**src/source/tile_mem_pkg.sv**
```systemverilog
`default_nettype none

package tile_mem_pkg;

   //////////////////////////////
   // data path widths
   //////////////////////////////

   // one data word
   typedef logic [31:0] word_t;

   // byte enables, one per byte of word_t
   typedef logic [$bits(word_t)/8-1:0] mask_t;

   // core byte address, bit 31 marks a remote request
   // the network side reuses this width for word addresses
   typedef logic [31:0] byte_addr_t;

   //////////////////////////////
   // default sizes
   //////////////////////////////

   // words per bank
   localparam int default_bank_words = 256;

   // number of local banks, power of two
   localparam int default_num_banks = 2;

   // receive FIFO depth
   localparam int default_fifo_els = 4;

   // outgoing request credits
   localparam int default_max_credits = 8;

endpackage

`default_nettype wire

```
**src/source/core_request_router.sv**
```systemverilog
`timescale 1ns/10ps
`default_nettype none

module core_request_router
  #(parameter int max_credits_p    = 8
    , parameter int mem_addr_width_p = 9
    )
   (input  wire                        clk_i
    , input  wire                      reset_i

    // core request, held until core_yumi_o
    , input  wire                      core_v_i
    , input  wire                      core_we_i
    , input  wire                      core_reserve_i
    , input  tile_mem_pkg::byte_addr_t core_addr_i
    , input  tile_mem_pkg::word_t      core_wdata_i
    , input  tile_mem_pkg::mask_t      core_mask_i
    , output logic                     core_yumi_o

    // local memory side
    , output logic                        loc_v_o
    , output logic                        loc_we_o
    , output logic                        loc_reserve_o
    , output logic [mem_addr_width_p-1:0] loc_addr_o
    , output tile_mem_pkg::word_t         loc_wdata_o
    , output tile_mem_pkg::mask_t         loc_mask_o
    , input  wire                         loc_yumi_i

    // network side
    , output logic                      out_v_o
    , output logic                      out_we_o
    , output tile_mem_pkg::byte_addr_t  out_addr_o
    , output tile_mem_pkg::word_t       out_data_o
    , output tile_mem_pkg::mask_t       out_mask_o
    , input  wire                       out_ready_i
    , input  wire                       credit_return_i
    , output logic                      outstanding_stores_o
    );

   localparam int credit_width_lp = $clog2(max_credits_p + 1);

   logic                       remote;
   logic                       launch;
   logic [credit_width_lp-1:0] credits_r;

   // bit 31 picks the network
   assign remote = core_addr_i[31];

   // local path, byte bits dropped from the address
   assign loc_v_o       = core_v_i & ~remote;
   assign loc_we_o      = core_we_i;
   assign loc_reserve_o = core_reserve_i;
   assign loc_addr_o    = core_addr_i[2 +: mem_addr_width_p];
   assign loc_wdata_o   = core_wdata_i;
   assign loc_mask_o    = core_mask_i;

   // remote path leaves untouched, only when a credit is left
   assign out_v_o    = core_v_i & remote & (credits_r != '0);
   assign out_we_o   = core_we_i;
   assign out_addr_o = core_addr_i;
   assign out_data_o = core_wdata_i;
   assign out_mask_o = core_mask_i;

   assign launch = out_v_o & out_ready_i;

   // request is consumed by whichever side took it
   assign core_yumi_o = loc_yumi_i | launch;

   //////////////////////////////
   // credit counter
   //////////////////////////////
   always_ff @(posedge clk_i)
   begin
      if (reset_i)
      begin
         credits_r <= credit_width_lp'(max_credits_p);
      end
      else if (launch & ~credit_return_i)
      begin
         credits_r <= credits_r - 1'b1;
      end
      else if (credit_return_i & ~launch)
      begin
         credits_r <= credits_r + 1'b1;
      end
   end

   // anything below the full count is still in flight
   assign outstanding_stores_o = (credits_r != credit_width_lp'(max_credits_p));

endmodule

`default_nettype wire

```
**config.mk**
```make
export PLATFORM = sky130hd
export DESIGN_NAME = core_request_router
export DESIGN_NICKNAME = d
export VERILOG_FILES = /design/src/source/tile_mem_pkg.sv /design/src/source/core_request_router.sv
export SDC_FILE = /design/constraint.sdc
export NUM_CORES = 1
export LEC_CHECK = 0
export ABC_AREA = 1
export BUFFER_PORTS_ARGS = -buffer_cell sky130_fd_sc_hd__buf_2
export CAP_MARGIN = 0
export CORE_AREA = 2 2 77 79
export CTS_CLUSTER_DIAMETER = 100
export DETAILED_ROUTE_END_ITERATION = 8
export DIE_AREA = 0 0 79 81
export RECOVER_POWER = 25
export SLEW_MARGIN = 20
export SYNTH_ARGS = -nofsm -noshare
export SYNTH_HDL_FRONTEND = slang
export SYNTH_SLANG_ARGS = --single-unit
```
**constraint.sdc**
```tcl
create_clock -name clk_i -period 2.67 [get_ports clk_i]
set_clock_uncertainty 0.1 [all_clocks]
set_input_delay 0.1335 -clock clk_i [delete_from_list [all_inputs] [get_ports clk_i]]
set_output_delay 0.1335 -clock clk_i [all_outputs]
set_load 0.03 [all_outputs]
```
* Word level (Yosys, flattened, before mapping)
Cells that the tools add are included.
Storage, ports and cells: flip-flop bits (word level) 4, latch bits 0, memory bits (writable) 0, ROM bits 0, bits of input ports 76, output and inout bits 120, word-level logic and storage cells 18, memories 0
Operators by class: add/sub/neg operators 2, multipliers 0, divide/modulo/power cells 0, $lt $le $gt $ge 0, eq/ne operators 1, shift-type cells 0, mux-type cells 2, bitwise gates (word level) 10, reductions and logical operators 2
Operators with widths (number):
- $mux W4 | 2
- $and A1 B1 Y1 | 6
- $add A4 B1 Y4 const B | 1
- $ne A4 B4 Y1 const B | 1
- $reduce_bool A4 Y1 | 1
- $sub A4 B1 Y4 const B | 1
- $not A1 Y1 | 3
- $reduce_bool A2 Y1 | 1
- $or A1 B1 Y1 | 1

* Logic depth before layout (Yosys ltp)
Gate-level depths: netlist (run 1).
depth in word-level cells 7, gate-level depth with buffers 14

* Least setup slack after synthesis (run 1)
No wires, ideal clock.
kind flip-flop to flip-flop, start reg credits_r[0], end reg credits_r[2], library setup time 0.109 ns, data arrival time 1.688 ns, data required time 2.461 ns, slack 0.773 ns, cell stages (with the launch flop) 15, path buffers 0, clock period less this slack 1.897 ns, path through dfxtp_1 -> nor2_1 -> a31o_2 -> nor2_2 -> ha_1 -> nand2_1 -> inv_1 -> nor2_2 -> ha_1 -> a21oi_1 -> nor2_1 -> nor2_1 -> nand2_1 -> nand2_1 -> inv_1
Between the ends: cells in the longest elaborated chain, start to end 6
Ends and longest elaborated chain:
- start, declared | line core_request_router.sv:44 | logic [credit_width_lp-1:0] credits_r;
- start signal, assigned | line core_request_router.sv:76 | credits_r <= credit_width_lp'(max_credits_p);
- start signal, assigned | line core_request_router.sv:80 | credits_r <= credits_r - 1'b1;
- start signal, assigned | line core_request_router.sv:84 | credits_r <= credits_r + 1'b1;
- parallel branches: the longest is 6 deep, another holds $add A4 B1 Y4
Several ways; the timed one is not identified. The select of a mux whose other input is x is not followed. A chain may end at the register's enable or synchronous reset.

* Worst setup path in the final report (run 1)
Ends and elaborated chain as after synthesis.

==> results_dict.tcl, run 1 <==
set metrics [dict create \
    status "completed" \
    synth_fp_nets 247 \
    portBuffers 11 \
    synth_xor_area_share_pct 1.46 \
    gr-usage-all-layers_pct 3.99 \
    yosysTopAreaCell "buf_4" \
    hold_path_class "input port to flop" \
    drt-vias-per-instance 2.99 \
    final_max_slew_viol_count 0 \
    drt-met1-wl_um 342 \
    grt_pass1_wl_mm 1.90 \
    clock_sinks 4 \
    largest_reg_flops 4 \
    num_rows 28 \
    maxCapViolations 0 \
    clockBufferDepth 2 \
    max-vdd-ir-drop_v 0.000209 \
    ios 196 \
    cts_hold_buffers 0 \
    wl_mm 1.42 \
    start_util_pct 21.1 \
    placed_area_um2 474 \
    power.static_leakage_nw 0.258 \
    pwr-share-comb_pct 27.0 \
    yosysSeqAreaShare_pct 6.69 \
    timing.rr.start "credits_r[0]$_SDFFE_PP0P_" \
    clk_latency_ns 0.22 \
    pre_cts_slack_ns 0.605 \
    synth_compound_area_share_pct 2.82 \
    layout.nets 147 \
    wl_per_cell_um 10.1 \
    fp.dieW_um 79 \
    synth_area_leaders "buf_4 73%, dfxtp_1 6.7%, nand2_1 4.1%" \
    sw_frac_of_total_pct 32.2 \
    end_kind "flop" \
    grt-ovfl-total 0 \
    fin_crit_ns 2.06 \
    final_cell_area_um2 515 \
    grt_pass1_vias 401 \
    slew_headroom_pct 85.3 \
    antenna_found_initial 0 \
    synth_cell_types 15 \
    max_slew.worst_pin.slew_ns 0.218 \
    cp_max_fo 4 \
    grt_max_degree 7 \
    synth.mux.area_fraction_pct 0 \
    num_vias 422 \
    ys_ff_latch 4 \
    syn2layout_area_growth_pct -56.9 \
    clock.fmax_mhz 486 \
    crit_path_start_kind "flop" \
    synth_top_family_by_area "buffers and inverters" \
    timing.rr.end "credits_r[2]$_SDFFE_PP0P_" \
    setup_tns_ns 0 \
    synth_top_cell_area_share_pct 72.8 \
    postCtsSetupBuffers 0 \
    highest_layer "met4" \
    critPathKind "flop to flop" \
    top_regs "credits_r (4)" \
    dieArea_um2 6400 \
    rsz0062_at_grt "false" \
    post-route-period-util_pct 77.1 \
    required_ns 2.69 \
    crit_path_end "credits_r[2]$_SDFFE_PP0P_" \
    regMostFlops "credits_r" \
    setup_ws_ns 0.611 \
    cp.arrival_ns 2.08 \
    routabilityCongestion 0.713 \
    dr_wl_met3_um 419 \
    rrSetupSlack_ns 0.61 \
    cts_resized 0 \
    power_density_nw_per_um2 553 \
    antenna_cells 0 \
    pwr-share-seq_pct 26.9 \
    synthCells 168 \
    switchingPower_mw 0.0919 \
    die_h_um 81 \
    cts_made_buffers 3 \
    cp-startpoint "credits_r[0]$_SDFFE_PP0P_" \
    hpwl_mm 1.08 \
    cts-htree-levels 1 \
    path_clk_slew_ns 0.03 \
    r2r_cells 14 \
    tritoncts "yes" \
    drc 0 \
    cts-root-buf "clkbuf_8" \
    wl_met2_um 451 \
    drive_gt1_share_pct 27.3 \
    synth_simple_gate_area_share_pct 9.62 \
    finalSetupViolCount 0 \
    first_pass_iters 3 \
    hold_violations 0 \
    pwr-share-clk_pct 46.1 \
    drt_iter0_drc 6 \
    synthesis.area_um2 1200 \
    internal-power_mw 0.193 \
    fillCellCount 674 \
    core_area_um2 5680 \
    yosys_warnings 0 \
    synth_fa_ha_area_share_pct 3.14 \
    postSynthAreaPerCell_um2 7.12 \
    ant_nets 0 \
]
==> area by class of cell <==
class	instances	area [um2]	area share, %
sequential	4	80.1	15.5
inverter	11	41.3	8.01
tap	75	93.8	18.2
clock buffer	3	41.3	8.01
multi-input combinational	37	204	39.6
timing repair buffer	11	55.1	10.7
==> cell families (layout without fill, tap and decap cells) <==
logic type	after synthesis	in the layout
compound gates	6	6
xor+xnor	2	2
fa+ha+maj	3	3
buf+inv	127	25
flops	4	4
simple gates	26	26
==> cells in the mapped netlist <==
master   number
nor2_2        2
a31o_2        1
ha_1          3
inv_1        11
nand3_2       1
xor2_1        1
nand3_1       3
or2_1         1
buf_4       116
dfxtp_1       4
nor2_1        6
xnor2_1       1
nand2_1      13
a21oi_1       4
o21ai_0       1
==> through the flow <==
stage / instances / power, mW / utilization [%] / hold WS (ns)
CTS: 141 / 0.292 / 9.08 / 0.0264
finish: 141 / 0.285 / 9.08 / 0.0277
detailed placement: 138 / 0.155 / 8.36 / 0.167
global placement: 138 / 0.155 / 8.36 / 0.167
floorplan: 168 / 0.457 / - / 0.103
global route: 141 / 0.307 / 9.08 / 0.0359
==> power by group through the flow <==
stage / clock, mW / combinational (mW) / sequential (mW)
detailed placement: 0 / 0.0771 / 0.0777
floorplan: 0 / 0.382 / 0.0754
global route: 0.143 / 0.0858 / 0.0785
finish: 0.132 / 0.0770 / 0.0766
CTS: 0.138 / 0.0777 / 0.0768
global placement: 0 / 0.0777 / 0.0773
==> worst min path at each step <==
stage	startpoint	end	cells after the start
final	reset_i	credits_r[1]$_SDFFE_PP0P_	2
after global routing	reset_i	credits_r[1]$_SDFFE_PP0P_	2
after CTS	reset_i	credits_r[1]$_SDFFE_PP0P_	2
after detailed placement	core_addr_i[25]	out_addr_o[25]	0
after global placement	core_addr_i[25]	out_addr_o[25]	0
after floorplan	reset_i	credits_r[1]$_SDFFE_PP0P_	1
==> metal layers <==
layer / global-route usage (%) / up-vias
li1: - / 186
met3: 6.00 / 37
met2: 3.14 / 52
met4: 6.90 / 0
met5: 2.50 / -
met1: 2.46 / 147
==> worst max-delay path: stages (launching register included) <==
cell	delay (ns)
dfxtp_1	0.40
nor2_1	0.10
a31o_2	0.22
nor2_2	0.12
ha_1	0.23
nand2_1	0.07
inv_1	0.08
nor2_2	0.05
ha_1	0.17
a21oi_1	0.14
nor2_1	0.06
nor2_1	0.08
nand2_1	0.05
nand2_1	0.05
inv_1	0.03
==> cells in the final DEF (no fill, tap or decap), drive strengths merged <==
cell    count
ha          3
nand2      13
a21oi       4
or2         1
nand3       4
a31o        1
o21ai       1
dfxtp       4
xnor2       1
inv        11
xor2        1
buf        11
nor2        8
clkbuf      3
Note: power is estimated with default switching activity, not from simulation.
==> inputs of run 2 (changes only) <==
--- a/config.mk
+++ b/config.mk
@@ -5,13 +5,14 @@
 export SDC_FILE = /design/constraint.sdc
 export NUM_CORES = 1
 export LEC_CHECK = 0
-export ABC_AREA = 1
+export ABC_AREA = 0
 export BUFFER_PORTS_ARGS = -buffer_cell sky130_fd_sc_hd__buf_2
 export CAP_MARGIN = 0
-export CORE_AREA = 2 2 77 79
+export CORE_AREA = 2 2 76 78
 export CTS_CLUSTER_DIAMETER = 100
 export DETAILED_ROUTE_END_ITERATION = 8
-export DIE_AREA = 0 0 79 81
+export DIE_AREA = 0 0 78 80
+export PLACE_DENSITY = 0.68
 export RECOVER_POWER = 25
 export SLEW_MARGIN = 20
 export SYNTH_ARGS = -nofsm -noshare
==> constraint.sdc (replaced) <==
create_clock -name clk_i -period 1.8 [get_ports clk_i]
set_clock_uncertainty 0.1 [all_clocks]
set_input_delay 0.09 -clock clk_i [delete_from_list [all_inputs] [get_ports clk_i]]
set_output_delay 0.09 -clock clk_i [all_outputs]
set_load 0.03 [all_outputs]
==> run 2 against run 1 <==
Against the previous run: the flow now finishes with violations (setup timing); core utilization increased by 3.5 points; sequential cell count is the same; largest power group unchanged; sequential power grew 42%; maximum frequency fell by 0.37%; worst setup slack got worse by 0.88 ns; total power increased by 71%; sequential share of layout area fell by 2.9 points; clock-buffer cell count increased by 1; highest routed layer unchanged; first-iteration DRC count increased by 83%.
==> results_dict.tcl, run 2 <==
set metrics [dict create \
    num_vias 445 \
    layout_commonest_cell "buf_2" \
    yosysMostFrequentCell "buf_4" \
    violations "setup timing" \
    clockBufferDepth 2 \
    drt_iter0_drc 11 \
    power.total_mw 0.487 \
    grt-ovfl-total 0 \
    yosysSeqAreaShare_pct 6.90 \
    routabilityCongestion 0.728 \
    cp_max_fo 2 \
    largest_reg_flops 4 \
    end_kind "flop" \
    min-delay-start "core_addr_i[11]" \
    timing.rr.start "credits_r[0]$_SDFFE_PP0P_" \
    final_max_slew_viol_count 0 \
    power_density_nw_per_um2 714 \
    synth_top_cell_area_share_pct 75.0 \
    required_ns 1.84 \
    top_regs "credits_r (4)" \
    wl_per_cell_um 11.5 \
    placed_area_um2 549 \
    power.static_leakage_nw 0.297 \
    slew_headroom_pct 87.4 \
    ys_ff_latch 4 \
    clock_sinks 4 \
    antenna_found_initial 0 \
    drive_gt1_share_pct 61.5 \
    portBuffers 11 \
    multiInputGateArea_um2 269 \
    drc 0 \
    max-vdd-ir-drop_v 0.000474 \
    cp-startpoint "credits_r[0]$_SDFFE_PP0P_" \
    ant_nets 0 \
    wl_mm 1.57 \
    num_rows 27 \
    cp.arrival_ns 2.11 \
    max_stage_delay_ns 0.32 \
    regMostFlops "credits_r" \
    post-route-period-util_pct 115 \
    layout.nets 145 \
    status "finished with violations" \
    pre_cts_slack_ns -0.257 \
    max_slew.worst_pin.slew_ns 0.189 \
    drt-vias-per-instance 3.25 \
    yosysTopAreaCell "buf_4" \
    fillCellCount 639 \
    crit_top_cell "xor2_1" \
    core_area_um2 5410 \
    synth_area_leaders "buf_4 75%, dfxtp_1 6.9%, ha_1 3.2%" \
    path_clk_slew_ns 0.04 \
    first_pass_iters 2 \
    hold_slack_ns 0.0800 \
    place_inst 128 \
    crit_path_cell_trace "nor3_4 > a21oi_4 > and2_4 > ha_4 > xor2_1 > ha_2 > a21oi_2 > xor2_1 > or3_1 > a21oi_1" \
    grt_pass1_vias 465 \
    antenna_cells 0 \
    stdcell_count 137 \
    crit_path_start_kind "flop" \
    synthesis.area_um2 1160 \
    postSynthAreaPerCell_um2 7.64 \
    final_cell_mix "10 x buf_2, 9 x buf_4, 5 x nor2_1, 5 x buf_6" \
    ys.flop_type "dfxtp_1" \
    hold_violations 0 \
    async_reset_ff_share_pct 0 \
    critPathKind "flop to flop" \
    ios 196 \
    hpwl_mm 1.15 \
    tritoncts "yes" \
    hold_path_class "input port to output pin" \
    critPathSlowestCell "dfxtp_2" \
    ys_top_cells_by_count "116 x buf_4, 5 x nor2_1, 4 x dfxtp_1" \
    die_h_um 80 \
    start_util_pct 21.5 \
    cts-root-buf "clkbuf_8" \
    syn2layout_area_growth_pct -41.3 \
    cts_made_buffers 3 \
    synthCells 152 \
    gr-usage-all-layers_pct 4.61 \
    rsz0062_at_grt "true" \
    synth-edff-count 0 \
    final_cell_area_um2 682 \
    grt_max_degree 7 \
    register_area_um2 86.3 \
    fin_crit_ns 2.07 \
    fp.dieW_um 78 \
    clk_latency_ns 0.22 \
    cts-htree-levels 1 \
    grt_pass1_wl_mm 2.20 \
    setup_ws_ns -0.267 \
    yosys_warnings 0 \
    maxCapViolations 0 \
    clock.fmax_mhz 484 \
    synth_cell_types 20 \
    dieArea_um2 6240 \
    synth_fp_nets 231 \
    finalSetupViolCount 5 \
]
-- run 2: kinds of logic after synthesis --
logic type,share of synthesized area (%)
flops,6.90
xor+xnor,2.26
simple gates,6.36
fa+ha+maj,3.23
compound gates,3.88
mux,1.72
buf+inv,75.6
-- run 2: final cells by class --
class | count | share of cell area, %
well taps | 72 | 13.2
inverters | 2 | 1.10
flip-flops and latches | 4 | 12.7
clock buffers | 4 | 6.61
multi-input cells | 30 | 39.4
repair buffers | 25 | 27.0
-- run 2: where the power goes --
| group | internal (mW) | switching, mW |
|---|---|---|
| Clock | 0.152 | 0.0532 |
| Sequential | 0.100 | 0.00833 |
| Combinational | 0.0870 | 0.0861 |
-- run 2: what timing repair did --
action                                  CTS  global route
hold buffers                              1             0
pin swaps                                 5             5
endpoints found under the setup margin    3             5
endpoints found under the hold margin     3             0
gates resized for setup                   8             3
setup buffers                             4             2
-- run 2: routing by layer --
layer / wire length, um / vias to the layer above / global-route usage, %
met1: 367 / 180 / 3.16
met4: 292 / 0 / 10.9
li1: - / 179 / -
met2: 637 / 41 / 5.43
met3: 272 / 45 / 2.49
met5: 0 / - / 0
-- run 2: worst paths after layout --
check | to | slack [ns] | cells after the start
max | credits_r[2]$_SDFFE_PP0P_ | -0.27 | 10
min | out_addr_o[11] | 0.08 | 0
max reg2reg | credits_r[2]$_SDFFE_PP0P_ | -0.27 | 10
min reg2reg | credits_r[3]$_SDFFE_PP1P_ | 0.52 | 3
-- run 2: critical path, delay by kind of cell (launching register included) --
kind / cells / cell delay (ns)
AND/OR/NAND/NOR: 3 / 0.68
adder cells (fa/ha/maj): 2 / 0.34
AO/OA/AOI/OAI: 3 / 0.31
flip-flops: 1 / 0.32
XOR/XNOR: 2 / 0.23
-- run 2: stage by stage --
stage	utilization, %	TNS [ns]
2_1_floorplan	-	-0.407
3_3_place_gp	10.2	-0.427
3_5_place_dp	10.2	-0.445
4_1_cts	12.3	-0.588
5_1_grt	12.6	-0.967
6_report	12.6	-0.567
