`src/source/tile_mem_pkg.sv`:
```
`default_nettype none

package tile_mem_pkg;

   //////////////////////////////
   // data path widths
   //////////////////////////////

   // one data word
   typedef logic [31:0] word_t;

   // byte enables, one per byte of word_t
   typedef logic [$bits(word_t)/8-1:0] mask_t;

   // core byte address, bit 31 marks a remote request
   // the network side reuses this width for word addresses
   typedef logic [31:0] byte_addr_t;

   //////////////////////////////
   // default sizes
   //////////////////////////////

   // words per bank
   localparam int default_bank_words = 256;

   // number of local banks, power of two
   localparam int default_num_banks = 2;

   // receive FIFO depth
   localparam int default_fifo_els = 4;

   // outgoing request credits
   localparam int default_max_credits = 8;

endpackage

`default_nettype wire

```
`src/source/remote_store_fifo.sv`:
```
`timescale 1ns/10ps
`default_nettype none

module remote_store_fifo
  #(parameter int els_p = 4)
   (input  wire                        clk_i
    , input  wire                      reset_i

    // enqueue side from the network
    , input  wire                      in_v_i
    , input  tile_mem_pkg::byte_addr_t in_addr_i
    , input  tile_mem_pkg::word_t      in_data_i
    , input  tile_mem_pkg::mask_t      in_mask_i
    , output logic                     in_ready_o

    // head of the queue popped by yumi_i
    , output logic                     v_o
    , output tile_mem_pkg::byte_addr_t addr_o
    , output tile_mem_pkg::word_t      data_o
    , output tile_mem_pkg::mask_t      mask_o
    , input  wire                      yumi_i
    );

   localparam int ptr_width_lp   = (els_p > 1) ? $clog2(els_p) : 1;
   localparam int count_width_lp = $clog2(els_p + 1);
   localparam int entry_width_lp = $bits(tile_mem_pkg::byte_addr_t)
                                 + $bits(tile_mem_pkg::word_t)
                                 + $bits(tile_mem_pkg::mask_t);

   // address, data and mask of one store kept side by side
   logic [entry_width_lp-1:0] mem_r [els_p];

   logic [ptr_width_lp-1:0]   wr_ptr_r;
   logic [ptr_width_lp-1:0]   rd_ptr_r;
   logic [count_width_lp-1:0] count_r;
   logic                      enq;

   assign in_ready_o = (count_r != count_width_lp'(els_p));
   assign v_o        = (count_r != '0);
   assign enq        = in_v_i & in_ready_o;

   assign {addr_o, data_o, mask_o} = mem_r[rd_ptr_r];

   // entry storage for queued stores
   always_ff @(posedge clk_i)
   begin
      if (enq)
      begin
         mem_r[wr_ptr_r] <= {in_addr_i, in_data_i, in_mask_i};
      end
   end

   //////////////////////////////
   // pointers and occupancy
   //////////////////////////////
   always_ff @(posedge clk_i)
   begin
      if (reset_i)
      begin
         wr_ptr_r <= '0;
         rd_ptr_r <= '0;
         count_r  <= '0;
      end
      else
      begin
         // pointers wrap at els_p so any depth works
         if (enq)
         begin
            wr_ptr_r <= (wr_ptr_r == ptr_width_lp'(els_p - 1)) ? '0 : wr_ptr_r + 1'b1;
         end
         if (yumi_i)
         begin
            rd_ptr_r <= (rd_ptr_r == ptr_width_lp'(els_p - 1)) ? '0 : rd_ptr_r + 1'b1;
         end
         if (enq & ~yumi_i)
         begin
            count_r <= count_r + 1'b1;
         end
         else if (yumi_i & ~enq)
         begin
            count_r <= count_r - 1'b1;
         end
      end
   end

endmodule

`default_nettype wire

```
`config.mk`:
```
export PLATFORM = sky130hd
export DESIGN_NAME = remote_store_fifo
export DESIGN_NICKNAME = d
export VERILOG_FILES = /design/src/source/tile_mem_pkg.sv /design/src/source/remote_store_fifo.sv
export SDC_FILE = /design/constraint.sdc
export NUM_CORES = 1
export LEC_CHECK = 0
export BUFFER_PORTS_ARGS = -buffer_cell sky130_fd_sc_hd__buf_4
export CELL_PAD_IN_SITES_DETAIL_PLACEMENT = 1
export CELL_PAD_IN_SITES_GLOBAL_PLACEMENT = 1
export CORE_AREA = 4 4 157 159
export CTS_BUF_LIST = sky130_fd_sc_hd__clkbuf_4 sky130_fd_sc_hd__clkbuf_8 sky130_fd_sc_hd__clkbuf_16
export CTS_CLUSTER_DIAMETER = 40
export CTS_CLUSTER_SIZE = 30
export DETAILED_ROUTE_END_ITERATION = 6
export DIE_AREA = 0 0 161 163
export GPL_TIMING_DRIVEN = 0
export PLACE_DENSITY_LB_ADDON = 0.12
export SLEW_MARGIN = 20
export SYNTH_ARGS = -nofsm -noshare
export SYNTH_HDL_FRONTEND = slang
export SYNTH_SLANG_ARGS = --single-unit
```
`constraint.sdc`:
```
create_clock -name clk_i -period 2.4 [get_ports clk_i]
set_clock_uncertainty 0.15 [all_clocks]
set_input_delay 0.6 -clock clk_i [delete_from_list [all_inputs] [get_ports clk_i]]
set_output_delay 0.6 -clock clk_i [all_outputs]
set_load 0.005 [all_outputs]
```
==> Word-level counts from Yosys, hierarchy flattened <==
Memories as Yosys holds them, arrays and structs flattened. A register that Yosys moved wholly into a read port is not among the register bits.
Cells that the tools add are included.
{ "word_totals": {"ff_bits": 7, "latchBits": 0, "mem_bits_rw": 272, "mem_bits_ro": 0, "inputBits": 72, "output_inout_bits": 70, "n_memories": 1} }
{ "classes": {"addsub": 4, "n_mul": 0, "div_mod_pow": 0, "magnitude_cmp": 0, "n_eq_ne": 3, "shift": 0, "mux": 8, "bitwise": 5, "reduce_logical": 2} }
{ "memory_table": {"columns": ["memory", "depth", "word_bits", "rd", "rd_ports_with_merged_regs", "wr", "line", "source"], "rows": [
  ["mem_r", 4, 68, 1, 1, 1, "remote_store_fifo.sv:31", "logic [entry_width_lp-1:0] mem_r [els_p];"]
]} }
{ "op_table": {"columns": ["cell", "n"], "rows": [
  ["$mux W2", 4],
  ["$mux W3", 2],
  ["$add A2 B1 Y2 const B", 2],
  ["$eq A2 B2 Y1 const B", 2],
  ["$add A3 B1 Y3 const B", 1],
  ["$and A1 B1 Y1", 3],
  ["$ne A3 B3 Y1 const B", 1],
  ["$reduce_bool A3 Y1", 1],
  ["$sub A3 B1 Y3 const B", 1],
  ["$mux W1", 2],
  ["$not A1 Y1", 2],
  ["$reduce_bool A2 Y1", 1]
]} }

==> Logic depth before layout (Yosys ltp) <==
Gate-level depths: netlist (run 1).
{ "logic_depth": {"depth_word": 6, "depth_mapped": 9} }

==> Worst setup path before layout (run 1) <==
No wires, ideal clock.
{ "synth_timing": {"path_kind": "register to register", "startpoint": "reg count_r[0]", "endpoint": "reg count_r[2]", "setup_ns": 0.070, "t_arrival_ns": 2.065, "t_required_ns": 2.180, "slack_ns": 0.115, "path_stages_with_launch": 10, "period_less_slack_ns": 2.285, "cell_sequence": "dfxtp_1 > or3b_1 > clkbuf_2 > and2_4 > ha_1 > inv_1 > fa_1 > xor2_1 > or3_2 > a21oi_1"} }
{ "synth_between": {"elab_chain_len": 5, "elab_cells_between_ends": 10, "cone_classes": "2 x add/sub; 1 x eq/ne; 2 x mux; 4 x bitwise; 1 x reduce/logical"} }
{ "synth_rtl": {"columns": ["item", "line", "source"], "rows": [
  ["start, declared", "remote_store_fifo.sv:35", "logic [count_width_lp-1:0] count_r;"],
  ["start signal, assigned", "remote_store_fifo.sv:77", "count_r <= count_r + 1'b1;"],
  ["start signal, assigned", "remote_store_fifo.sv:81", "count_r <= count_r - 1'b1;"],
  ["$ne A3 B3 Y1 *", "remote_store_fifo.sv:38", "assign in_ready_o = (count_r != count_width_lp'(els_p));"],
  ["named net in_ready_o", "remote_store_fifo.sv:14", ", output logic in_ready_o"],
  ["$and A1 B1 Y1 *", "remote_store_fifo.sv:40", "assign enq = in_v_i & in_ready_o;"],
  ["named net enq", "remote_store_fifo.sv:36", "logic enq;"],
  ["$not A1 Y1", "remote_store_fifo.sv:79", "else if (yumi_i & ~enq)"],
  ["$and A1 B1 Y1", "remote_store_fifo.sv:79", null],
  ["$reduce_bool A2 Y1 (no source line)", null, null]
]} }
Mark *: on every way through the listed nets, which the timed path passes. The rest lies on a longest branch. The select of a mux whose other input is x is not followed.
A chain may end at the register's enable or synchronous reset.

==> flow_summary.rst, run 1 <==
.. list-table::
   :header-rows: 1

   * - Metric
     - Value
   * - Status
     - finished with violations
   * - Failing checks
     - negative setup slack
   * - CORE AREA
     - between 20,000 and 25,000 um2
   * - Max-slew violations
     - 0
   * - Synth warnings
     - 0
   * - Post-Synthesis Net Count
     - 483
   * - Critical path start-end classification
     - register to output pin
   * - Power per Cell Area
     - between 900 and 1000 nW/um2
   * - Post-Syn Area per Cell
     - 25.5 um2
   * - Combinational group share of total power
     - between 10% and 20%
   * - Max cap viols
     - 0
   * - Sink count of the clock tree
     - 281
   * - Buffer levels on the longest clock path
     - 3
   * - Worst path required time
     - 1.65 ns
   * - Synthesized instance count
     - 404
   * - Multi-input gate area in the final layout
     - about 1800 um2
   * - Total die area
     - 26,200 um2
   * - Setup repair after global routing missed its margin
     - true
   * - TritonCTS Buffers
     - 39
   * - Half-perimeter wire length of the detailed placement result
     - 12,200 um
   * - Startpoint class of the critical path
     - register
   * - Share of total power consumed by net switching
     - 22.0%
   * - Hold Crit Class
     - primary input to register
   * - Area of the mapped netlist
     - between 10,000 and 15,000 um2
   * - Top library cells by usage in the layout, fill and taps aside
     - 272 x sky130_fd_sc_hd__edfxtp_1, 124 x sky130_fd_sc_hd__buf_4, 68 x sky130_fd_sc_hd__mux4_2, 42 x sky130_fd_sc_hd__clkbuf_16, 26 x sky130_fd_sc_hd__buf_6
   * - WL per Instance
     - between 20 and 25 um
   * - Antenna diode count
     - 0
   * - Data arrival at the endpoint of the critical path
     - between 1.5 and 2 ns
   * - Antenna violation net count after detailed routing
     - 0
   * - Via count
     - around 4,800
   * - Worst hold slack
     - 0.147 ns
   * - Proportion of layout cells with a drive suffix above 1
     - about half
   * - Nets@finish
     - just under 700
   * - Worst slew margin relative to its limit
     - between 60 and 70%
   * - Unique masters post-synth
     - 26
   * - Ratio of routed vias to standard cells
     - 5.06
   * - Total placed cells including tap cells
     - 867
   * - Layout area overhead
     - 31.3%
   * - Leak
     - between 4 and 5 nW
   * - Number of top-level pins
     - between 100 and 150
   * - Seq pwr share
     - between 40% and 50%
   * - Area used by sequential logic in the layout
     - approximately 8400 um2
   * - Final Setup Violations
     - 68
   * - Share of the cycle needed by the critical path after routing
     - 112%
   * - Clock transition at path regs
     - roughly 0.060 ns
   * - Y dimension of the die
     - roughly 160 um
   * - VDD IR max
     - 0.620 mV
   * - Row Count
     - 56
   * - Fill cells
     - roughly 2,000
   * - Final Routed Wirelength
     - slightly above 20,000 um
   * - Post-synthesis register bit count
     - 281
   * - Clock latency reported for the late side of the worst-skew pair
     - 0.50 ns
   * - Worst-case setup margin in the final layout
     - -0.280 ns
   * - Routability-driven placement congestion ratio
     - around 0.65
   * - Sequential cell area fraction in the yosys report
     - between 80% and 90%
   * - Max Fanout on Critical Path
     - 7
   * - Fin. Hold Viols
     - 0
   * - Overflow after GRT
     - 0
   * - Via count of the first global-routing pass
     - 5,440
   * - NetSw
     - slightly below 3 mW
   * - Iter 0 DRT Violations
     - around 220
   * - Actual slew at the worst max-slew pin
     - 0.545 ns
   * - Kind of end point of the critical path
     - output pin
   * - Die boundary width
     - 161 um
   * - Initial core utilization
     - 44.3%
   * - Int Pwr
     - roughly 10 mW
   * - Time the final worst path needs with I/O delays and setup
     - 2.68 ns
   * - DRC viols
     - 0
   * - H-tree depth
     - 2
   * - Port bufs
     - 140
   * - Max frequency
     - 0.373 GHz
   * - Global Route Usage Sum
     - 16.1%
   * - Summed negative setup slack over all endpoints
     - -15.78 ns
   * - Pin count of the biggest net entering global routing
     - 41
   * - Clock tree from TritonCTS
     - done
   * - Final instance count without filler cells
     - around 950
   * - Router iterations before antenna repair
     - 6
   * - Clock network fraction of design power
     - 41.2%
   * - Most common cell after layout, fill and taps aside
     - sky130_fd_sc_hd__edfxtp_1
   * - Antenna violations before repair
     - 0
   * - Root buffer cell
     - sky130_fd_sc_hd__clkbuf_16
   * - Wire length of the first global-routing pass
     - approximately 32,000 um
stage by stage:
step                power, mW  cell area (um2)  worst slack [ns]  utilization, %
detailed placement       7.71            11900            -0.147            51.1
finish                   13.2            13500            -0.280            58.1
global placement         7.59            11800            -0.512            50.5
floorplan                6.83            10300             0.115               -
global route             13.8            13500            -0.348            58.1
CTS                      13.4            13500            -0.299            58.0
repair_timing:
action | in CTS | in global routing
cloned | 4 | 1
hold buffers | 0 | 0
resized for setup | 62 | 4
setup endpoints to repair | 69 | 68
pin swaps | 2 | 0
buffers inserted | 6 | 0
state kept, by name, summed over array words and instances, names as in the netlist, named ones only:
name / count
rd_ptr_r: 2
count_r: 3
wr_ptr_r: 2
mem_r: 272
critical path: stages, from the launching register on:
cell and delay [ns]:
sky130_fd_sc_hd__dfxtp_2 0.34, sky130_fd_sc_hd__buf_8 0.12, sky130_fd_sc_hd__buf_12 0.15, sky130_fd_sc_hd__clkbuf_16 0.16, sky130_fd_sc_hd__mux4_2 0.51, sky130_fd_sc_hd__buf_6 0.13
final timing paths:
| kind | startpoint | slack [ns] | cells past startpoint | endpoint |
|---|---|---|---|---|
| worst max register to register | count_r[1] | 0.06 | 9 | count_r[2] |
| worst min-delay path | in_data_i[23] | 0.15 | 1 | mem_r[3][27] |
| worst max-delay path | register | -0.28 | 5 | addr_o[10] |
| worst min register to register | count_r[2] | 0.39 | 2 | count_r[2] |
cells by family (layout without fill, tap and decap cells):
logic type      Yosys count  after routing  share of synthesized area (%)
flops                   281            281                           81.0
mux                      71             71                           15.2
buf+inv                  22            248                           1.41
simple gates             17             17                           1.04
fa+ha+maj                 7              7                          0.923
compound gates            4              4                          0.267
xor+xnor                  2              2                          0.170
layout make-up:
type                            count  area share (%)
Inverter                            4           0.111
Tap cell                          319            2.95
Multi-Input combinational cell    101            13.6
Clock buffer                       48            7.97
Timing Repair Buffer              155            10.5
Buffer                             18            1.70
Sequential cell                   281            61.8
Clock inverter                     23            1.41
power by group through the flow:
stage | registers, mW | clock network, mW | logic (mW)
after floorplan | 6.07 | 0 | 0.761
after global placement | 6.10 | 0 | 1.49
after detailed placement | 6.11 | 0 | 1.60
after CTS | 6.02 | 5.58 | 1.76
after global routing | 6.05 | 5.87 | 1.87
final | 6.01 | 5.42 | 1.72
metal layers:
metal	vias to the layer above	share of wire, %	routed length, um	GRT usage [%]
met3	32	5.3	1090	4.25
met2	127	52	10600	26.7
li1	2127	-	-	-
met5	-	0	0	0
met1	2517	41	8450	21.1
met4	0	2.0	407	4.65
synthesized netlist by cell type (all sizes together):
master	instances	area share (%)
a21oi	2	0.097
and2	1	0.085
and3	4	0.29
buf	12	1.0
clkbuf	6	0.23
dfxtp	9	1.7
edfxtp	272	79
fa	1	0.19
ha	6	0.73
inv	4	0.15
mux2i	3	0.29
mux4	68	15
nand2b	2	0.12
nand3	1	0.049
nor2	4	0.15
nor3	1	0.049
nor3b	1	0.073
o21ai	1	0.049
o31ai	1	0.12
or3	2	0.15
or3b	1	0.085
xor2	2	0.17
Note: power is estimated with default switching activity, not from simulation.
==> inputs of run 2 (changes only) <==
--- a/config.mk
+++ b/config.mk
@@ -5,15 +5,16 @@
 export SDC_FILE = /design/constraint.sdc
 export NUM_CORES = 1
 export LEC_CHECK = 0
+export ABC_AREA = 1
 export BUFFER_PORTS_ARGS = -buffer_cell sky130_fd_sc_hd__buf_4
 export CELL_PAD_IN_SITES_DETAIL_PLACEMENT = 1
 export CELL_PAD_IN_SITES_GLOBAL_PLACEMENT = 1
-export CORE_AREA = 4 4 157 159
+export CORE_AREA = 4 4 162 164
 export CTS_BUF_LIST = sky130_fd_sc_hd__clkbuf_4 sky130_fd_sc_hd__clkbuf_8 sky130_fd_sc_hd__clkbuf_16
 export CTS_CLUSTER_DIAMETER = 40
 export CTS_CLUSTER_SIZE = 30
 export DETAILED_ROUTE_END_ITERATION = 6
-export DIE_AREA = 0 0 161 163
+export DIE_AREA = 0 0 166 168
 export GPL_TIMING_DRIVEN = 0
 export PLACE_DENSITY_LB_ADDON = 0.12
 export SLEW_MARGIN = 20
==> run 2 against run 1 <==
The flow still finishes with violations (negative setup slack). Sequential share of layout area down 3.9 points. Setup slack gained 0.13 ns. Wire length increased by 41%. Highest routed layer unchanged.
==> flow_summary.rst, run 2 <==
.. list-table::
   :header-rows: 1

   * - Metric
     - Value
   * - Status
     - finished with violations
   * - Failing checks
     - negative setup slack
   * - Number of top-level pins
     - 142 (unchanged)
   * - Most used flip-flop cell after synthesis
     - sky130_fd_sc_hd__edfxtp_1
   * - Clock tree from TritonCTS
     - done
   * - VDD IR max
     - 0.654 mV (+5.4%)
   * - Number of flip-flops under the largest register name
     - 272 (unchanged)
   * - Final instance count without filler cells
     - 1,287 (+36%)
   * - Sink count of the clock tree
     - 281 (unchanged)
   * - TritonCTS Buffers
     - 38 (-2.6%)
   * - Ranking of synthesized cells by instance count
     - 272 x sky130_fd_sc_hd__edfxtp_1, 146 x sky130_fd_sc_hd__nor2_1, 134 x sky130_fd_sc_hd__o21ai_0
   * - Wire length of the first global-routing pass
     - 44,000 um (+38%)
   * - Buffer levels on the longest clock path
     - 3 (unchanged)
   * - Area of the mapped netlist
     - 10,500 um2 (+2.3%)
   * - Biggest area consumer among synthesized cells
     - sky130_fd_sc_hd__edfxtp_1
   * - Registers with the most flip-flops
     - mem_r: 272 flops, count_r: 3 flops
   * - Hold path start
     - reset_i
   * - CORE AREA
     - 24,900 um2 (+7.0%)
   * - Synthesized instance count
     - 722 (+79%)
   * - Total placed cells including tap cells
     - 1,205 (+39%)
   * - Final Routed Wirelength
     - 29,100 um (+41%)
   * - Post-Synthesis Net Count
     - 801 (+66%)
   * - Final Total Pwr
     - 13.2 mW (+0.44%)
   * - Most Frequent Cell on Critical Path
     - sky130_fd_sc_hd__buf_12
   * - Top library cells by usage in the layout, fill and taps aside
     - 272 x sky130_fd_sc_hd__edfxtp_1, 153 x sky130_fd_sc_hd__buf_4, 117 x sky130_fd_sc_hd__nor2_1, 65 x sky130_fd_sc_hd__o21ai_1, 61 x sky130_fd_sc_hd__o21ai_0
   * - Slowest CP cell
     - sky130_fd_sc_hd__dfxtp_4
   * - Final Setup Violations
     - 67 (-1.5%)
   * - Initial core utilization
     - 42.3% (-2.0 points)
   * - Via count of the first global-routing pass
     - 7,886 (+45%)
   * - Worst R2R Start
     - count_r[0]
   * - Row Count
     - 58 (+3.6%)
   * - Max frequency
     - 0.392 GHz (+5.0%)
   * - Highest cell delay on the worst timing path
     - 0.38 ns (-0.13 ns)
   * - Clock transition at path regs
     - 0.06 ns (about the same)
   * - Largest Register
     - mem_r
   * - Cell count of the worst reg-to-reg path
     - 6 (-3)
   * - Overflow after GRT
     - 0 (unchanged)
   * - Post-Syn Area per Cell
     - 14.6 um2 (-43%)
   * - Router iterations before antenna repair
     - 6 (unchanged)
   * - Time the final worst path needs with I/O delays and setup
     - 2.55 ns (-0.127 ns)
   * - Antenna diode count
     - 0 (unchanged)
   * - Unique masters post-synth
     - 21 (-19%)
   * - Share of the cycle needed by the critical path after routing
     - 106% (-5.3 points)
   * - Global Route Usage Sum
     - 20.3% (+4.2 points)
   * - DRC viols
     - 0 (unchanged)
   * - Layout area overhead
     - 37.2%
   * - Hold Crit Class
     - primary input to register
   * - Nets@finish
     - 1,008 (+48%)
   * - Antenna violation net count after detailed routing
     - 0 (unchanged)
   * - Most common cell after layout, fill and taps aside
     - sky130_fd_sc_hd__edfxtp_1
   * - Worst-case setup margin in the final layout
     - -0.152 ns (+0.127 ns)
   * - Proportion of synthesized flip-flops having asynchronous set or reset
     - 0% (unchanged)
   * - Number of enable flip-flop cells after synthesis
     - 272 (unchanged)
   * - H-tree depth
     - 2 (unchanged)
   * - Ratio of routed vias to standard cells
     - 5.36 (+6.0%)
   * - Antenna violations before repair
     - 0 (unchanged)
   * - Leading post-synthesis cells by cell area
     - sky130_fd_sc_hd__edfxtp_1 78%, sky130_fd_sc_hd__o21ai_0 6.4%, sky130_fd_sc_hd__nor2_1 5.2%
   * - Total die area
     - 27,900 um2 (+6.3%)
   * - Routability-driven placement congestion ratio
     - 0.763 (+17%)
   * - Fin. Hold Viols
     - 0 (unchanged)
   * - Clock latency reported for the late side of the worst-skew pair
     - 0.52 ns (+0.02 ns)
   * - Y dimension of the die
     - 168 um (+3.1%)
   * - Share of the synthesized area in the top cell type
     - 77.5% (-1.8 points)
   * - Sequential cell area fraction in the yosys report
     - 79.2% (-1.8 points)
   * - Port bufs
     - 141 (+0.71%)
   * - Die boundary width
     - 166 um (+3.1%)
   * - Number of buffers added to fix hold violations after cts
     - 0 (unchanged)
   * - FF-to-FF setup slack
     - 0.26 ns (+0.20 ns)
   * - Max cap viols
     - 0 (unchanged)
   * - Worst hold slack
     - 0.117 ns (-0.0300 ns)
   * - Data arrival at the endpoint of the critical path
     - 1.80 ns (-0.13 ns)
   * - Leak
     - 5.23 nW (+12%)
   * - Minimum setup slack after placement
     - 0.00284 ns (+0.149 ns)
   * - Capturing point of the worst reg2reg path
     - mem_r[1][29]
   * - Most frequent cell after synthesis
     - sky130_fd_sc_hd__edfxtp_1
   * - Post-synthesis register bit count
     - 281 (unchanged)
   * - Critical path start-end classification
     - register to output pin
   * - WL per Instance
     - 22.6 um (+4.2%)
   * - Iter 0 DRT Violations
     - 508 (+130%)
   * - Worst slew margin relative to its limit
     - 64.8% (+1.1 points)
   * - Kind of end point of the critical path
     - output pin
   * - Max Fanout on Critical Path
     - 10 (+3)
   * - Startpoint class of the critical path
     - register
   * - Proportion of layout cells with a drive suffix above 1
     - 36.9% (-14 points)
   * - Via count
     - 6,902 (+44%)
   * - Pin count of the biggest net entering global routing
     - 22 (-46%)
   * - Fill cells
     - 2,374 (+21%)
   * - Worst path cell trace
     - buf_12 -> inv_12 -> buf_12 -> buf_12 -> nor2_1 -> o22ai_2 -> buf_4
   * - Half-perimeter wire length of the detailed placement result
     - 17,800 um (+46%)
   * - Root buffer cell
     - sky130_fd_sc_hd__clkbuf_16
   * - Worst path required time
     - 1.65 ns (about the same)
   * - Power per Cell Area
     - 914 nW/um2 (-6.0%)
   * - Setup repair after global routing missed its margin
     - true
   * - Utilization of the core after routing
     - 58.1% (-0.091 points)
   * - Max-slew violations
     - 0 (unchanged)
   * - Min-Delay Path Depth
     - 2 (+1)
   * - Synth warnings
     - 0 (unchanged)
   * - Actual slew at the worst max-slew pin
     - 0.527 ns (-0.0178 ns)
[run 2: cells by family (layout without fill, tap and decap cells)]
group,after synthesis,in the layout,synth area share [%]
buffers and inverters,61,296,3.14
AOI/OAI and AO/OA,212,212,10.9
DFF,281,281,79.2
and+or+nand+nor,161,161,5.85
adders and majority gates,7,7,0.902
[run 2: how the worst max path moves through the flow]
stage | from | end | slack (ns) | cells past startpoint
finish | register | data_o[23] | -0.15 | 7
global route | register | data_o[22] | -0.25 | 6
detailed placement | register | addr_o[21] | 0.003 | 4
floorplan | count_r[0] | mem_r[0][0] | 0.01 | 4
global placement | in_v_i | mem_r[0][31] | -0.95 | 3
CTS | register | data_o[31] | -0.18 | 7
[run 2: cell type report]
class	count	area, um2	share of cell area (%)
repair inverters	1	8.76	0.0606
clock buffers	45	1080	7.47
inverters	18	82.6	0.571
plain buffers	43	547	3.78
repair buffers	166	1500	10.4
flip-flops and latches	281	8360	57.8
clock inverters	23	205	1.42
well taps	330	413	2.86
multi-input cells	380	2260	15.6
[run 2: metrics by stage]
step / setup TNS [ns] / area (um2)
2_1_floorplan: 0 / 10600
3_3_place_gp: -249.99 / 12000
3_5_place_dp: 0 / 12300
4_1_cts: -8.77 / 14000
5_1_grt: -10.95 / 14500
6_report: -6.32 / 14500
[run 2: worst max-delay path, delay by kind of cell (launching register included)]
kind / cells / cell delay, ns
and+or+nand+nor: 1 / 0.14
DFF: 1 / 0.38
AOI/OAI and AO/OA: 1 / 0.12
buffers and inverters: 5 / 0.63
[run 2: timing repair]
item,4_1_cts,5_1_grt
setup buffers,2,7
pin swaps,27,21
endpoints found under the setup margin,68,120
gates cloned,1,4
resized for setup,110,141
[run 2: metal layers]
metal  global-route usage, %  share of wire, %  vias to the layer above  wire length, um
met1                    23.6                40                     3521            11500
li1                        -                 -                     3140                -
met5                       0                 0                        -                0
met3                    4.41               5.2                       53             1520
met2                    37.5                53                      188            15400
met4                    6.42               2.1                        0              603
[run 2: power by group]
part | total [mW] | internal [mW] | switching [mW]
combinational | 1.78 | 0.802 | 0.974
sequential | 5.86 | 5.76 | 0.106
clock | 5.57 | 3.47 | 2.10
total | 13.2 | 10.0 | 3.18
==> inputs of run 3 (changes only) <==
--- a/config.mk
+++ b/config.mk
@@ -9,12 +9,12 @@
 export BUFFER_PORTS_ARGS = -buffer_cell sky130_fd_sc_hd__buf_4
 export CELL_PAD_IN_SITES_DETAIL_PLACEMENT = 1
 export CELL_PAD_IN_SITES_GLOBAL_PLACEMENT = 1
-export CORE_AREA = 4 4 162 164
+export CORE_AREA = 4 4 155 157
 export CTS_BUF_LIST = sky130_fd_sc_hd__clkbuf_4 sky130_fd_sc_hd__clkbuf_8 sky130_fd_sc_hd__clkbuf_16
 export CTS_CLUSTER_DIAMETER = 40
 export CTS_CLUSTER_SIZE = 30
 export DETAILED_ROUTE_END_ITERATION = 6
-export DIE_AREA = 0 0 166 168
+export DIE_AREA = 0 0 159 161
 export GPL_TIMING_DRIVEN = 0
 export PLACE_DENSITY_LB_ADDON = 0.12
 export SLEW_MARGIN = 20
==> constraint.sdc (replaced) <==
create_clock -name clk_i -period 2.45 [get_ports clk_i]
set_clock_uncertainty 0.15 [all_clocks]
set_input_delay 0.6125 -clock clk_i [delete_from_list [all_inputs] [get_ports clk_i]]
set_output_delay 0.6125 -clock clk_i [all_outputs]
set_load 0.005 [all_outputs]
==> run 3 against run 2 <==
The run still ends with negative setup slack left. Global-route usage increased by 1.3 points. Wire length decreased by 2.6%. Critical path depth decreased by 2. First-iteration DRC count increased by 2.4%. Setup slack improved by 0.044 ns.
==> flow_summary.rst, run 3 (same netlist as run 2, synthesis figures left out) <==
.. list-table::
   :header-rows: 1

   * - Metric
     - Value
   * - Overflow after GRT
     - 0 (unchanged)
   * - Registers with the most flip-flops
     - mem_r: 272 flops, count_r: 3 flops
   * - Slowest CP cell
     - sky130_fd_sc_hd__dfxtp_4
   * - Iter 0 DRT Violations
     - 520 (+2.4%)
   * - Sink count of the clock tree
     - 281 (unchanged)
   * - Max-slew violations
     - 0 (unchanged)
   * - Final Setup Violations
     - 60 (-10%)
   * - Worst R2R Start
     - count_r[0]
   * - Layout area overhead
     - 34.0%
   * - FF-to-FF setup slack
     - 0.22 ns (-0.04 ns)
   * - Buffer levels on the longest clock path
     - 3 (unchanged)
   * - Clock tree from TritonCTS
     - done
   * - Proportion of layout cells with a drive suffix above 1
     - 32.8% (-4.1 points)
   * - Most common cell after layout, fill and taps aside
     - sky130_fd_sc_hd__edfxtp_1
   * - Cell count of the worst reg-to-reg path
     - 9 (+3)
   * - Status
     - finished with violations
   * - Antenna violations before repair
     - 0 (unchanged)
   * - Actual slew at the worst max-slew pin
     - 0.411 ns (-0.116 ns)
   * - Clock transition at path regs
     - 0.06 ns (about the same)
   * - Final Total Pwr
     - 13.2 mW (-0.24%)
   * - Number of top-level pins
     - 142 (unchanged)
   * - Setup repair after global routing missed its margin
     - true
   * - Data arrival at the endpoint of the critical path
     - 1.80 ns (about the same)
   * - Power per Cell Area
     - 933 nW/um2 (+2.1%)
   * - Worst slew margin relative to its limit
     - 72.5% (+7.8 points)
   * - Pin count of the biggest net entering global routing
     - 22 (unchanged)
   * - Worst path cell trace
     - buf_12 -> clkbuf_4 -> o21ai_0 -> o22ai_1 -> buf_4
   * - Max Fanout on Critical Path
     - 10 (unchanged)
   * - WL per Instance
     - 22.8 um (+1.1%)
   * - Met2 track demand over resource
     - 40.1% (+2.5 points)
   * - Worst hold slack
     - 0.144 ns (+0.0273 ns)
   * - H-tree depth
     - 2 (unchanged)
   * - Number of buffer and inverter instances along the worst setup path
     - 3 (-2)
   * - Global route hottest layer
     - met2
   * - Root buffer cell
     - sky130_fd_sc_hd__clkbuf_16
   * - Port bufs
     - 141 (unchanged)
   * - Nets@finish
     - 1,005 (-0.30%)
   * - Highest cell delay on the worst timing path
     - 0.38 ns (about the same)
   * - Wire length of the first global-routing pass
     - 43,000 um (-2.3%)
   * - TritonCTS Buffers
     - 37 (-2.6%)
   * - Number of buffers added to fix hold violations after cts
     - 0 (unchanged)
   * - Via count of the first global-routing pass
     - 7,748 (-1.7%)
   * - Total placed cells including tap cells
     - 1,160 (-3.7%)
   * - Half-perimeter wire length of the detailed placement result
     - 17,700 um (-0.62%)
   * - Router iterations before antenna repair
     - 5 (-1)
   * - Global-route met1 utilization
     - 25.7% (+2.2 points)
   * - Utilization of the core after routing
     - 62.7% (+4.7 points)
   * - Crit-path leading delay family
     - buffers and inverters
   * - Final instance count without filler cells
     - 1,240 (-3.7%)
   * - Leak
     - 5.15 nW (-1.6%)
   * - Clock latency reported for the late side of the worst-skew pair
     - 0.50 ns (-0.02 ns)
   * - Stages on worst setup path
     - 5 (-2)
   * - Antenna diode count
     - 0 (unchanged)
   * - Routing usage on met3
     - 4.29% (-0.13 points)
   * - Hold Crit Class
     - primary input to register
   * - Failing checks
     - negative setup slack
   * - Ratio of routed vias to standard cells
     - 5.52 (+2.9%)
   * - Via count
     - 6,846 (-0.81%)
   * - Max frequency
     - 0.391 GHz
   * - Fill cells
     - 2,119 (-11%)
   * - Critical Path End
     - addr_o[11]
   * - Time the final worst path needs with I/O delays and setup
     - between 2 and 3 ns
   * - Worst path required time
     - 1.69 ns (+0.04 ns)
   * - Total die area
     - 25,600 um2 (-8.2%)
   * - Row Count
     - 55 (-5.2%)
   * - Die boundary width
     - 159 um (-4.2%)
   * - Global Route Usage Sum
     - 21.6% (+1.3 points)
   * - Startpoint class of the critical path
     - register
   * - Capturing point of the worst reg2reg path
     - count_r[1]
   * - DRC viols
     - 0 (unchanged)
   * - Share of the cycle needed by the critical path after routing
     - 104%
   * - CORE AREA
     - 22,500 um2 (-9.6%)
   * - Routability-driven placement congestion ratio
     - 0.740 (-3.0%)
   * - Number of flip-flops under the largest register name
     - 272 (unchanged)
   * - Critical path start-end classification
     - register to output pin
   * - Max cap viols
     - 0 (unchanged)
   * - Top library cells by usage in the layout, fill and taps aside
     - 272 x sky130_fd_sc_hd__edfxtp_1, 159 x sky130_fd_sc_hd__buf_4, 132 x sky130_fd_sc_hd__nor2_1, 98 x sky130_fd_sc_hd__o21ai_0, 51 x sky130_fd_sc_hd__o22ai_1
   * - Y dimension of the die
     - 161 um (-4.2%)
   * - Fin. Hold Viols
     - 0 (unchanged)
   * - VDD IR max
     - 0.611 mV (-6.5%)
   * - Kind of end point of the critical path
     - output pin
   * - Antenna violation net count after detailed routing
     - 0 (unchanged)
   * - Initial core utilization
     - 46.8% (+4.5 points)
   * - Final Routed Wirelength
     - 28,300 um (-2.6%)
   * - Largest Register
     - mem_r
   * - Worst-case setup margin in the final layout
     - -0.109 ns (+0.0439 ns)
-- run 3: changes by cell type in the layout (fill, tap and decap cells not counted), sizes merged --
cell / previous run / this run
bufinv: 2 / 7
clkinvlp: 1 / 4
clkbuf: 63 / 60
buf: 191 / 190
clkinv: 12 / 8
inv: 27 / 25
-- run 3: worst register-to-register path, stage by stage, from the launching register on --
cell	delay, ns
sky130_fd_sc_hd__dfxtp_1	0.33
sky130_fd_sc_hd__inv_1	0.15
sky130_fd_sc_hd__nand3_2	0.19
sky130_fd_sc_hd__nand2_2	0.26
sky130_fd_sc_hd__inv_1	0.08
sky130_fd_sc_hd__ha_1	0.21
sky130_fd_sc_hd__inv_1	0.09
sky130_fd_sc_hd__fa_1	0.41
sky130_fd_sc_hd__o21ai_0	0.19
sky130_fd_sc_hd__a21oi_1	0.07
-- run 3: final cells by class --
class                      instances  area [um2]  area share (%)
clock inverter                    26         360            2.55
inverter                          18        86.3           0.611
buffer                            43         457            3.23
multi-input combinational        380        2030            14.4
clock buffer                      42         998            7.07
sequential                       281        8360            59.2
tap                              285         357            2.53
timing repair buffer             165        1470            10.4
-- run 3: worst min-delay path by stage --
stage | slack [ns] | startpoint | cells after the start | endpoint
2_1_floorplan | 0.33 | count_r[1] | 2 | count_r[1]
3_3_place_gp | 0.35 | count_r[1] | 2 | count_r[1]
3_5_place_dp | 0.39 | rd_ptr_r[1] | 2 | register
4_1_cts | 0.12 | in_addr_i[25] | 1 | mem_r[0][61]
5_1_grt | 0.12 | in_data_i[30] | 1 | mem_r[2][34]
6_report | 0.14 | in_addr_i[25] | 1 | mem_r[1][61]
-- run 3: stage by stage --
stage               cell area (um2)  setup slack, ns  TNS, ns
finish                        14100           -0.109    -3.12
global route                  14100           -0.185    -8.26
CTS                           13900           -0.174    -6.65
detailed placement            12300           -0.192   -14.99
global placement              12000            -2.37  -638.00
floorplan                     10500           -0.696  -189.44
-- run 3: routing by layer --
metal  vias up  share of wire, %
met5         -                 0
met4         0               1.8
met3        39               5.3
met2       183                53
met1      3495                40
li1       3129                 -
-- run 3: repair_timing --
item,CTS,global route
buffers inserted,2,7
gates cloned,2,1
endpoints found under the setup margin,187,117
pin swaps,14,18
resized for setup,84,63
-- run 3: report_power, final --
group / switching [mW] / internal (mW)
sequential: 0.0929 / 5.64
combinational: 0.919 / 0.723
clock: 2.08 / 3.73
